--- src/dct_macros.svh ---
`ifndef DCT_MACROS_SVH
`define DCT_MACROS_SVH

// frame geometry in samples and blocks
`define FRAME_WIDTH     320
`define BLOCK_ROWS      30
`define BLOCK_COLS      40

// side of one square block
`define BLOCK_DIM       8

// cycles from sram address to read data
`define SRAM_LATENCY    2

// lowest product bit that reaches the accumulator
`define PRODUCT_SHIFT   8

`define SRAM_ADDR_W     18

`endif

--- src/dct_pkg.sv ---
`default_nettype none

package dct_pkg;

    typedef logic signed [15:0] sample_t;
    typedef logic signed [15:0] coef_t;
    typedef logic signed [31:0] product_t;
    typedef logic signed [31:0] result_t;

    typedef logic [5:0] buf_addr_t;     // row * 8 + column
    typedef logic [4:0] block_row_t;
    typedef logic [5:0] block_col_t;

    typedef enum logic [1:0] {
        ST_IDLE,
        ST_FETCH,
        ST_COMPUTE,
        ST_DRAIN
    } ctrl_state_e;

    // scaled cosine matrix, indexed [k][j]
    localparam coef_t C_TABLE [8][8] = '{
        '{ 16'sd1448,  16'sd1448,  16'sd1448,  16'sd1448,
           16'sd1448,  16'sd1448,  16'sd1448,  16'sd1448},
        '{ 16'sd2008,  16'sd1702,  16'sd1137,  16'sd399,
          -16'sd399,  -16'sd1137, -16'sd1702, -16'sd2008},
        '{ 16'sd1892,  16'sd783,  -16'sd783,  -16'sd1892,
          -16'sd1892, -16'sd783,   16'sd783,   16'sd1892},
        '{ 16'sd1702, -16'sd399,  -16'sd2008, -16'sd1137,
           16'sd1137,  16'sd2008,  16'sd399,  -16'sd1702},
        '{ 16'sd1448, -16'sd1448, -16'sd1448,  16'sd1448,
           16'sd1448, -16'sd1448, -16'sd1448,  16'sd1448},
        '{ 16'sd1137, -16'sd2008,  16'sd399,   16'sd1702,
          -16'sd1702, -16'sd399,   16'sd2008, -16'sd1137},
        '{ 16'sd783,  -16'sd1892,  16'sd1892, -16'sd783,
          -16'sd783,   16'sd1892, -16'sd1892,  16'sd783},
        '{ 16'sd399,  -16'sd1137,  16'sd1702, -16'sd2008,
           16'sd2008, -16'sd1702,  16'sd1137, -16'sd399}
    };

endpackage

`default_nettype wire

--- src/dct_if.sv ---
`timescale 1ns/1ps
`default_nettype none

interface sample_buf_if;
    import dct_pkg::*;

    logic      wr_en;
    buf_addr_t wr_addr;
    sample_t   wr_data;

    buf_addr_t rd_addr_a;
    buf_addr_t rd_addr_b;
    sample_t   rd_data_a;   // one cycle after rd_addr_a
    sample_t   rd_data_b;

    modport fetch  (output wr_en, wr_addr, wr_data);
    modport reader (output rd_addr_a, rd_addr_b, input rd_data_a, rd_data_b);
    modport store  (input wr_en, wr_addr, wr_data, rd_addr_a, rd_addr_b,
                    output rd_data_a, rd_data_b);
endinterface

interface tile_if;
    import dct_pkg::*;

    logic       tile_valid;     // one cycle, data valid alongside
    logic [2:0] tile_row;       // even row i
    logic [2:0] tile_col;       // even column j
    result_t    t_aa;
    result_t    t_ab;
    result_t    t_ba;
    result_t    t_bb;

    modport source (output tile_valid, tile_row, tile_col, t_aa, t_ab, t_ba, t_bb);
    modport sink   (input tile_valid, tile_row, tile_col, t_aa, t_ab, t_ba, t_bb);
endinterface

`default_nettype wire

--- src/block_fetch.sv ---
`timescale 1ns/1ps
`default_nettype none

`include "dct_macros.svh"

module block_fetch (
    input  wire logic                      CLOCK,
    input  wire logic                      Resetn,
    input  wire logic                      start,
    input  wire dct_pkg::block_row_t       block_row,
    input  wire dct_pkg::block_col_t       block_col,
    output logic [`SRAM_ADDR_W-1:0]        sram_address,
    output logic                           sram_read_en,
    input  wire dct_pkg::sample_t          sram_read_data,
    sample_buf_if.fetch                    buf_wr,
    output logic                           busy,
    output logic                           fetch_done,
    input  wire logic                      block_end
);
    import dct_pkg::*;

    // 320 = 256 + 64, so a frame row is two shifted copies
    localparam int ROW_SHIFT_HI = $clog2(`FRAME_WIDTH) - 1;
    localparam int ROW_SHIFT_LO = $clog2(`FRAME_WIDTH - (1 << ROW_SHIFT_HI));
    localparam buf_addr_t LAST_IDX = buf_addr_t'(`BLOCK_DIM * `BLOCK_DIM - 1);

    ctrl_state_e state;
    buf_addr_t   fetch_cnt;     // r in [5:3], c in [2:0]
    block_row_t  blk_row;
    block_col_t  blk_col;

    logic [`SRAM_ADDR_W-1:0] frame_row;
    logic [`SRAM_ADDR_W-1:0] frame_col;

    logic      dly_valid [`SRAM_LATENCY];
    buf_addr_t dly_idx   [`SRAM_LATENCY];

    always_ff @(posedge CLOCK or negedge Resetn) begin
        if (!Resetn) begin
            state     <= ST_IDLE;
            fetch_cnt <= '0;
        end else begin
            case (state)
                ST_IDLE: begin
                    if (start) begin
                        state     <= ST_FETCH;
                        fetch_cnt <= '0;
                    end
                end
                ST_FETCH: begin
                    fetch_cnt <= fetch_cnt + 1'b1;
                    if (fetch_cnt == LAST_IDX)
                        state <= ST_DRAIN;   // reads still in flight
                end
                ST_DRAIN: begin
                    if (fetch_done)
                        state <= ST_COMPUTE;
                end
                ST_COMPUTE: begin
                    if (block_end)
                        state <= ST_IDLE;
                end
                default: state <= ST_IDLE;
            endcase
        end
    end

    // out of range coordinates clamp to the last block
    always_ff @(posedge CLOCK) begin
        if (state == ST_IDLE && start) begin
            blk_row <= (block_row < `BLOCK_ROWS) ? block_row : block_row_t'(`BLOCK_ROWS - 1);
            blk_col <= (block_col < `BLOCK_COLS) ? block_col : block_col_t'(`BLOCK_COLS - 1);
        end
    end

    assign frame_row    = `SRAM_ADDR_W'({blk_row, fetch_cnt[5:3]});
    assign frame_col    = `SRAM_ADDR_W'({blk_col, fetch_cnt[2:0]});
    assign sram_address = (frame_row << ROW_SHIFT_HI) + (frame_row << ROW_SHIFT_LO) + frame_col;
    assign sram_read_en = (state == ST_FETCH);
    assign busy         = (state != ST_IDLE);

    // index and valid follow the sram read latency
    always_ff @(posedge CLOCK or negedge Resetn) begin
        if (!Resetn) begin
            for (int i = 0; i < `SRAM_LATENCY; i++)
                dly_valid[i] <= 1'b0;
        end else begin
            dly_valid[0] <= sram_read_en;
            for (int i = 1; i < `SRAM_LATENCY; i++)
                dly_valid[i] <= dly_valid[i-1];
        end
    end

    always_ff @(posedge CLOCK) begin
        dly_idx[0] <= fetch_cnt;
        for (int i = 1; i < `SRAM_LATENCY; i++)
            dly_idx[i] <= dly_idx[i-1];
    end

    assign buf_wr.wr_en   = dly_valid[`SRAM_LATENCY-1];
    assign buf_wr.wr_addr = dly_idx[`SRAM_LATENCY-1];
    assign buf_wr.wr_data = sram_read_data;
    assign fetch_done     = buf_wr.wr_en && (buf_wr.wr_addr == LAST_IDX);

endmodule

`default_nettype wire

--- src/sample_buffer.sv ---
`timescale 1ns/1ps
`default_nettype none

module sample_buffer (
    input  wire logic   CLOCK,
    sample_buf_if.store bus
);
    import dct_pkg::*;

    sample_t mem [64];

    always_ff @(posedge CLOCK) begin
        if (bus.wr_en)
            mem[bus.wr_addr] <= bus.wr_data;
    end

    // two rows per cycle, both ports registered
    always_ff @(posedge CLOCK) begin
        bus.rd_data_a <= mem[bus.rd_addr_a];
        bus.rd_data_b <= mem[bus.rd_addr_b];
    end

endmodule

`default_nettype wire

--- src/tile_mac.sv ---
`timescale 1ns/1ps
`default_nettype none

`include "dct_macros.svh"

module tile_mac (
    input  wire logic    CLOCK,
    input  wire logic    Resetn,
    input  wire logic    fetch_done,
    sample_buf_if.reader buf_rd,
    tile_if.source       tile
);
    import dct_pkg::*;

    localparam int K_W       = $clog2(`BLOCK_DIM);
    localparam int T_W       = K_W - 1;
    localparam int K_LAST    = `BLOCK_DIM - 1;
    localparam int TILE_LAST = `BLOCK_DIM / 2 - 1;
    localparam int TAG_W     = 2 * T_W + K_W;

    logic           running;
    logic [T_W-1:0] ti;         // tile row, i = 2 * ti
    logic [T_W-1:0] tj;         // tile column, j = 2 * tj
    logic [K_W-1:0] k;

    // pipeline tags {ti, tj, k}
    logic             v1, v2, v3;
    logic [TAG_W-1:0] tag1, tag2, tag3;

    sample_t  op   [2];         // rows i and i+1
    coef_t    cop  [2];         // columns j and j+1
    product_t prod [2][2];
    result_t  acc  [2][2];

    // bits 23..8 of a product, sign extended
    function automatic result_t contrib(input product_t p);
        sample_t s;
        s = p[`PRODUCT_SHIFT +: $bits(sample_t)];
        return result_t'(s);
    endfunction

    always_ff @(posedge CLOCK or negedge Resetn) begin
        if (!Resetn) begin
            running <= 1'b0;
            ti      <= '0;
            tj      <= '0;
            k       <= '0;
        end else if (fetch_done) begin
            running <= 1'b1;
            ti      <= '0;
            tj      <= '0;
            k       <= '0;
        end else if (running) begin
            k <= k + 1'b1;
            if (k == K_LAST) begin
                tj <= tj + 1'b1;
                if (tj == TILE_LAST) begin
                    ti <= ti + 1'b1;
                    if (ti == TILE_LAST)
                        running <= 1'b0;    // last k step of tile 15
                end
            end
        end
    end

    assign buf_rd.rd_addr_a = {ti, 1'b0, k};
    assign buf_rd.rd_addr_b = {ti, 1'b1, k};

    always_ff @(posedge CLOCK or negedge Resetn) begin
        if (!Resetn) begin
            v1              <= 1'b0;
            v2              <= 1'b0;
            v3              <= 1'b0;
            tile.tile_valid <= 1'b0;
        end else begin
            v1              <= running;
            v2              <= v1;
            v3              <= v2;
            tile.tile_valid <= v3 && (tag3[K_W-1:0] == K_LAST);
        end
    end

    always_ff @(posedge CLOCK) begin
        tag1 <= {ti, tj, k};
        tag2 <= tag1;
        tag3 <= tag2;

        // operand stage, C looked up with the k of the read
        op[0]  <= buf_rd.rd_data_a;
        op[1]  <= buf_rd.rd_data_b;
        cop[0] <= C_TABLE[tag1[K_W-1:0]][{tag1[K_W +: T_W], 1'b0}];
        cop[1] <= C_TABLE[tag1[K_W-1:0]][{tag1[K_W +: T_W], 1'b1}];

        for (int r = 0; r < 2; r++) begin
            for (int c = 0; c < 2; c++) begin
                prod[r][c] <= op[r] * cop[c];
                if (v3) begin
                    if (tag3[K_W-1:0] == '0)
                        acc[r][c] <= contrib(prod[r][c]);   // first k of the tile
                    else
                        acc[r][c] <= acc[r][c] + contrib(prod[r][c]);
                end
            end
        end

        if (v3 && (tag3[K_W-1:0] == K_LAST)) begin
            tile.tile_row <= {tag3[K_W+T_W +: T_W], 1'b0};
            tile.tile_col <= {tag3[K_W +: T_W], 1'b0};
        end
    end

    // held for one cycle before k = 0 of the next tile lands
    assign tile.t_aa = acc[0][0];
    assign tile.t_ab = acc[0][1];
    assign tile.t_ba = acc[1][0];
    assign tile.t_bb = acc[1][1];

endmodule

`default_nettype wire

--- src/result_stream.sv ---
`timescale 1ns/1ps
`default_nettype none

module result_stream (
    input  wire logic          CLOCK,
    input  wire logic          Resetn,
    tile_if.sink               tile,
    output logic               t_valid,
    output dct_pkg::buf_addr_t t_index,
    output dct_pkg::result_t   t_data,
    output logic               done,
    output logic               block_end
);
    import dct_pkg::*;

    logic       active;
    logic [1:0] beat;           // aa, ab, ba, bb
    logic [3:0] tile_cnt;
    logic [2:0] hold_row;
    logic [2:0] hold_col;
    result_t    hold [4];

    always_ff @(posedge CLOCK or negedge Resetn) begin
        if (!Resetn) begin
            active   <= 1'b0;
            beat     <= '0;
            tile_cnt <= '0;
            done     <= 1'b0;
        end else begin
            done <= block_end;
            if (tile.tile_valid) begin
                active <= 1'b1;
                beat   <= '0;
            end else if (active) begin
                beat <= beat + 1'b1;
                if (beat == 2'd3) begin
                    active   <= 1'b0;
                    tile_cnt <= tile_cnt + 1'b1;   // wraps after 16 tiles
                end
            end
        end
    end

    always_ff @(posedge CLOCK) begin
        if (tile.tile_valid) begin
            hold_row <= tile.tile_row;
            hold_col <= tile.tile_col;
            hold[0]  <= tile.t_aa;
            hold[1]  <= tile.t_ab;
            hold[2]  <= tile.t_ba;
            hold[3]  <= tile.t_bb;
        end
    end

    assign t_valid   = active;
    assign t_data    = hold[beat];
    assign t_index   = {hold_row + 3'(beat[1]), hold_col + 3'(beat[0])};
    assign block_end = active && (beat == 2'd3) && (&tile_cnt);

endmodule

`default_nettype wire

--- src/idct_top.sv ---
`timescale 1ns/1ps
`default_nettype none

`include "dct_macros.svh"

module idct_top (
    input  wire logic                CLOCK,
    input  wire logic                Resetn,
    input  wire logic                start,
    input  wire dct_pkg::block_row_t block_row,
    input  wire dct_pkg::block_col_t block_col,
    output logic [`SRAM_ADDR_W-1:0]  sram_address,
    output logic                     sram_read_en,
    input  wire dct_pkg::sample_t    sram_read_data,
    output logic                     t_valid,
    output dct_pkg::buf_addr_t       t_index,
    output dct_pkg::result_t         t_data,
    output logic                     busy,
    output logic                     done
);

    logic fetch_done;
    logic block_end;

    sample_buf_if buf_bus ();
    tile_if       tile_bus ();

    block_fetch i_block_fetch (
        .CLOCK          (CLOCK),
        .Resetn         (Resetn),
        .start          (start),
        .block_row      (block_row),
        .block_col      (block_col),
        .sram_address   (sram_address),
        .sram_read_en   (sram_read_en),
        .sram_read_data (sram_read_data),
        .buf_wr         (buf_bus.fetch),
        .busy           (busy),
        .fetch_done     (fetch_done),
        .block_end      (block_end)
    );

    sample_buffer i_sample_buffer (
        .CLOCK (CLOCK),
        .bus   (buf_bus.store)
    );

    tile_mac i_tile_mac (
        .CLOCK      (CLOCK),
        .Resetn     (Resetn),
        .fetch_done (fetch_done),
        .buf_rd     (buf_bus.reader),
        .tile       (tile_bus.source)
    );

    result_stream i_result_stream (
        .CLOCK     (CLOCK),
        .Resetn    (Resetn),
        .tile      (tile_bus.sink),
        .t_valid   (t_valid),
        .t_index   (t_index),
        .t_data    (t_data),
        .done      (done),
        .block_end (block_end)
    );

endmodule

`default_nettype wire

--- config.mk ---
export PLATFORM = sky130hd
export DESIGN_NAME = idct_top
export DESIGN_NICKNAME = d
export VERILOG_FILES = /design/src/dct_pkg.sv /design/src/dct_if.sv /design/src/block_fetch.sv /design/src/sample_buffer.sv /design/src/tile_mac.sv /design/src/result_stream.sv /design/src/idct_top.sv
export VERILOG_INCLUDE_DIRS = /design/src
export SDC_FILE = /design/constraint.sdc
export NUM_CORES = 2
export LEC_CHECK = 0
export BUFFER_PORTS_ARGS = -buffer_cell sky130_fd_sc_hd__buf_2
export CAP_MARGIN = 30
export CORE_MARGIN = 5
export CORE_UTILIZATION = 25
export DETAILED_ROUTE_END_ITERATION = 10
export GPL_ROUTABILITY_DRIVEN = 0
export PLACE_DENSITY = 0.36
export RECOVER_POWER = 100
export SLEW_MARGIN = 20
export SYNTH_ARGS = -nofsm -noshare
export SYNTH_HDL_FRONTEND = slang
export SYNTH_SLANG_ARGS = --single-unit
--- constraint.sdc ---
create_clock -name CLOCK -period 14.88 [get_ports CLOCK]
set_input_delay 3.72 -clock CLOCK [delete_from_list [all_inputs] [get_ports CLOCK]]
set_output_delay 3.72 -clock CLOCK [all_outputs]
set_load 0.01 [all_outputs]
---- Word level (Yosys, flattened, before mapping) ----
Memory sizes are Yosys's and may differ from the RTL's. A register that Yosys moved wholly into a read port is not among the register bits.
Cells that the tools add are included.
storage, ports and cells
  bits in registers ....................... 70
  bits in writable memories ............... 1484
  bits in read-only memories .............. 1024
  input bits .............................. 30
  output and inout bits ................... 60
  word-level logic and storage cells ...... 145
  memories kept ........................... 8
memory list
  memory                words  width  rd ports  clocked after memory_dff  wr ports  RTL line             RTL
  (name not given)      8      128    1         0                         0         tile_mac.sv:91       cop[0] <= C_TABLE[tag1[K_W-1:0]][{tag1[K_W +: T_W], 1'b0}];
  i_sample_buffer.mem   64     16     2         2                         1         sample_buffer.sv:10  sample_t mem [64];
  i_result_stream.hold  4      32     1         0                         4         result_stream.sv:21  result_t hold [4];
  i_tile_mac.acc        2      64     2         0                         2         tile_mac.sv:33       result_t acc [2][2];
  i_tile_mac.prod       2      64     2         0                         2         tile_mac.sv:32       product_t prod [2][2];
  i_tile_mac.cop        2      16     2         0                         2         tile_mac.sv:31       coef_t cop [2];
  2 more memories       n/a    n/a    n/a       n/a                       n/a       n/a
operators by class
  add/subtract/negate cells ............... 14
  multiply operators ...................... 4
  order comparisons ....................... 5
  eq/ne operators ......................... 14
  mux-type cells .......................... 48
  bitwise gates (word level) .............. 8
  reduce and logical (&&, ||, !) cells .... 19
operator list
  operator                                     count
  two-way mux 128 bit                          2
  adder 32 x 16 -> 32 bit                      4
  multiplier 16 x 16 -> 32 bit                 4
  two-way mux 32 bit                           4
  binary-select mux 16 bit (select 3 bit)      2
  two-way mux 16 bit                           4
  two-way mux 2 bit                            13
  adder 18 x 9 -> 18 bit                       1
  two-way mux 1 bit                            18
  adder 16 x 14 -> 17 bit                      1
  == test 6 bit, second input constant         2
  >= comparator 4 bit, second input constant   3
  inverter 3 -> 4 bit                          3
  case mux 6 bit (2 select lines)              1
  nonzero test 2 bit                           6
  == test 2 bit, second input constant         5
  case mux 2 bit (4 select lines)              1
  AND reduction 4 bit                          2
  adder 2 x 1 -> 2 bit, second input constant  3
  adder 3 x 1 -> 3 bit                         2
  adder 6 x 1 -> 6 bit, second input constant  1
  == test 3 bit, second input constant         2
  < comparator 6 bit, second input constant    1
  two-way mux 3 bit                            2
  other kinds (14)                             25

---- Depth between registers and ports, before layout ----
  depth after elaboration ................. 7
  mapped depth ............................ 26
  gate-level depth less buffers ........... 24

---- Cells and area by module ----
From an unflattened synthesis, not the netlist that was laid out.
unflattened totals
  cells, all modules ...................... 7848
  area, all modules ....................... 100361.3 µm²
modules (own cells, without submodules)
  module         times used  cells each  area each (µm²)  seq. area each (µm²)
  sample_buffer  1           2582        48836.8          31390.1
  tile_mac       1           4895        44501.4          7086.8
  result_stream  1           206         5245.0           4224.1
  block_fetch    1           165         1778.0           820.8

---- Worst setup path before layout ----
OpenSTA, ideal clock, no wires.
  path type ............................... reg2reg
  from .................................... memory i_tile_mac.op[0][10] (netlist name)
  to ...................................... memory i_tile_mac.prod[0][23] (netlist name)
  library setup time ...................... 0.072 ns
  arrival time ............................ 6.164 ns
  required time ........................... 14.808 ns
  setup slack ............................. 8.644 ns
  cell stages (with the launch flop) ...... 22
  path buffers ............................ 1
  clock period less this slack ............ 6.236 ns
  cells stage by stage .................... dfxtp_1 > clkbuf_1 > nand2_1 > fa_1 > fa_1 > fa_1 > fa_1 > inv_1 > fa_1 > inv_1 > fa_1 > inv_1 > ha_1 > o21ai_0 > a32oi_1 > a2111oi_2 > nor3_1 > a41o_1 > or4_4 > a31o_1 > a21oi_2 > xor2_1
RTL lines
  what         RTL line        RTL
  from (decl)  tile_mac.sv:30  sample_t op [2];
  to (decl)    tile_mac.sv:32

==> metrics <==
total of max-cap violations 80; skew final 111.0 ps; Synthesized Nets roughly 8000; routed len/inst about 22 um; Seq/Total Area, Yosys 48.10%; Total GRT Usage about 14%; TNS Setup 0 ps; dominant synthesized flop cell edfxtp_1; vias in the first global route ~57000; Crit path largest cell delay roughly 2500 ps; leading area contributor after synthesis edfxtp_1; min cycle time layout slightly below 9000 ps; number of cell rows 220; hold crit path type reg -> reg; Worst Reg-to-Reg Cells 6; Pre-antenna DRT Iters 5; Critical Path RT approximately 15000 ps; Worst Max-Slew Pin Slew around 4000 ps; WP buf/inv 3; Clock Tree Buf Depth 4; CTS tree yes; area growth from synthesis to layout 13.12%; Starting Density roughly a quarter; Worst path slowest cell clkbuf_1; most frequent cells in the layout edfxtp_1 (1299), inv_1 (1025), fa_1 (734); number of synthesized flops with an enable pin around 1300; cell count after synthesis about 6800; via count 51824; core footprint around 360000 um^2; top-area cell type share of the netlist area a little over two fifths; Fillers 36876; CTS H-tree depth 4; die area approximately 370000 um^2; Worst path depth 6; crit path max fanout 66; Rel. slew slack -163.4%; port bufs between 80 and 90; hold path cells 0; clock transition at the registers of the reported paths approximately 60 ps; Layout Cell Area excl Fill slightly above 100000 um^2; failing checks capacitance limit, slew limit; vias per cell ~4.4; Layout Nets ~8000; crit path cell chain clkbuf_1 > buf_12 > clkbuf_1 > mux4_2 > mux4_2 > mux2_1; first-pass GRT wire length about 390 mm; syn avg cell area approximately 13 um^2; antenna violations before repair 20; Residual DRC 0; Post-synth ARST share under 10%; clock tree root driver cell clkbuf_16; Final period util between 50% and 60%; clock tree sinks 1514; antenna-violating nets left 0; Setup crit start kind flip-flop; outcome complete, but fails checks; Synth Register Bits around 1500; layout cell share with drive strength beyond 1 10.44%; Post-CTS Setup Bufs 0; WP data arrival between 9000 and 10000 ps; yosys warns 0; synth top area cells edfxtp_1 (43%), fa_1 (16%), mux4_2 (8.8%); 1st-iter DRT viols around 2600; final WL approximately 260 mm; Synth cell types 76; gr ovfl total 0; CTS Hold Buffers Added 0; Post-DP Area between 90000 and 100000 um^2; CP endpoint kind flip-flop; endpoints failing setup 0; dpl hpwl 174.3 mm; Num CTS Buffers between 150 and 200; post-CTS resize count 0; CP top delay family buffers and inverters; commonest non-fill, non-tap cell in the layout edfxtp_1; fmax ~110 MHz; max-slew violations ~2600; largest net degree at the start of global routing 90; Die Wd between 600 and 700 um; Crit Path Class reg -> reg; Post-Syn Area 90350 um^2; Clock Latency Late Sink 880 ps; Final Hold Fails 0; die height 611.2 um; Top Ports 90; RSZ-0062 raised after global routing false
[worst paths after layout]
check	end	from	slack [ps]
worst min register to register	i_tile_mac.tag3[3]$_DFF_P_	i_tile_mac.tag2[3]$_DFF_P_	320
max in group asynchronous	i_result_stream.beat[0]$_DFFE_PN0P_	Resetn	10150
worst max-delay path	i_sample_buffer.bus.rd_data_a[14]$_DFF_P_	i_tile_mac.k[0]$_DFFE_PN0P_	6000
worst max register to register	i_sample_buffer.bus.rd_data_a[14]$_DFF_P_	i_tile_mac.k[0]$_DFFE_PN0P_	6000
min in group asynchronous	i_block_fetch.fetch_cnt[1]$_DFFE_PN0P_	Resetn	3430
worst min-delay path	i_tile_mac.tag3[3]$_DFF_P_	i_tile_mac.tag2[3]$_DFF_P_	320
[synthesized netlist by cell type (23+ instances only)]
master and count:
mux4_2 354, buf_1 39, nor3_1 48, and2_1 376
a21oi_1 139, nand3_1 50, dfxtp_1 185, edfxtp_1 1299
nor2b_1 32, mux2_2 33, a21o_1 66, a31oi_1 27
o21ai_0 233, xnor2_1 171, fa_1 734, xor2_1 91
nand2b_1 44, ha_1 438, clkbuf_1 251, dfrtp_1 30
o21bai_1 23, nor2_1 251, inv_1 1025, nand2_1 574
o21a_1 35
[flip-flops by register name (all words and copies together), names as in the netlist, 4 cells and up]
register and flops:
i_result_stream.hold 128, i_tile_mac.prod 64, i_tile_mac.cop 24, i_sample_buffer.bus.rd_data_b 16, i_tile_mac.tag2 7, i_block_fetch.blk_col 6, i_tile_mac.op 32, i_block_fetch.dly_idx 12
i_block_fetch.blk_row 5, i_block_fetch.fetch_cnt 6, i_tile_mac.tag3 7, i_tile_mac.acc 128, i_sample_buffer.bus.rd_data_a 16, i_tile_mac.tag1 7, i_result_stream.tile_cnt 4, i_sample_buffer.mem 1024
[per-layer routing]
metal | global-route usage, % | wire (um) | vias up
met1 | 18.97 | 120400 | 27389
met2 | 23.99 | 128400 | 667
met5 | 0 | 0 | -
met3 | 1.491 | 7342 | 274
met4 | 2.809 | 5269 | 0
li1 | - | - | 23494
[layout make-up]
type / count / area, um^2 / share of cell area [%]
diodes: 12 / 30.03 / 0.02938
well taps: 4773 / 5972 / 5.843
flip-flops and latches: 1514 / 43470 / 42.53
clock inverters: 70 / 664.4 / 0.6500
multi-input cells: 3933 / 41920 / 41.01
clock buffers: 249 / 4989 / 4.881
inverters: 1027 / 3855 / 3.772
repair buffers: 255 / 1311 / 1.283
[cells by family after synthesis]
kind of cell | Yosys count | synth area share (%)
fa+ha+maj | 1172 | 22.33
flops | 1514 | 48.10
compound gates | 649 | 4.458
xor+xnor | 262 | 2.540
buf+inv | 1325 | 5.538
mux | 398 | 9.357
simple gates | 1451 | 7.674
other cells | 1 | 0.004150
[stage by stage]
step	hold WS, ps	setup slack [ps]	utilization (%)	instances
3_5_place_dp	312.1	7891	27.01	11501
6_report	321.6	5997	28.43	11833
5_1_grt	328.3	4705	28.43	11825
2_1_floorplan	309.6	8644	-	6772
3_3_place_gp	312.1	7880	26.99	11495
4_1_cts	324.9	7566	28.58	11820
Power is not shown: default switching activity piles up to over one toggle a cycle in this logic, so the estimate is an artifact.
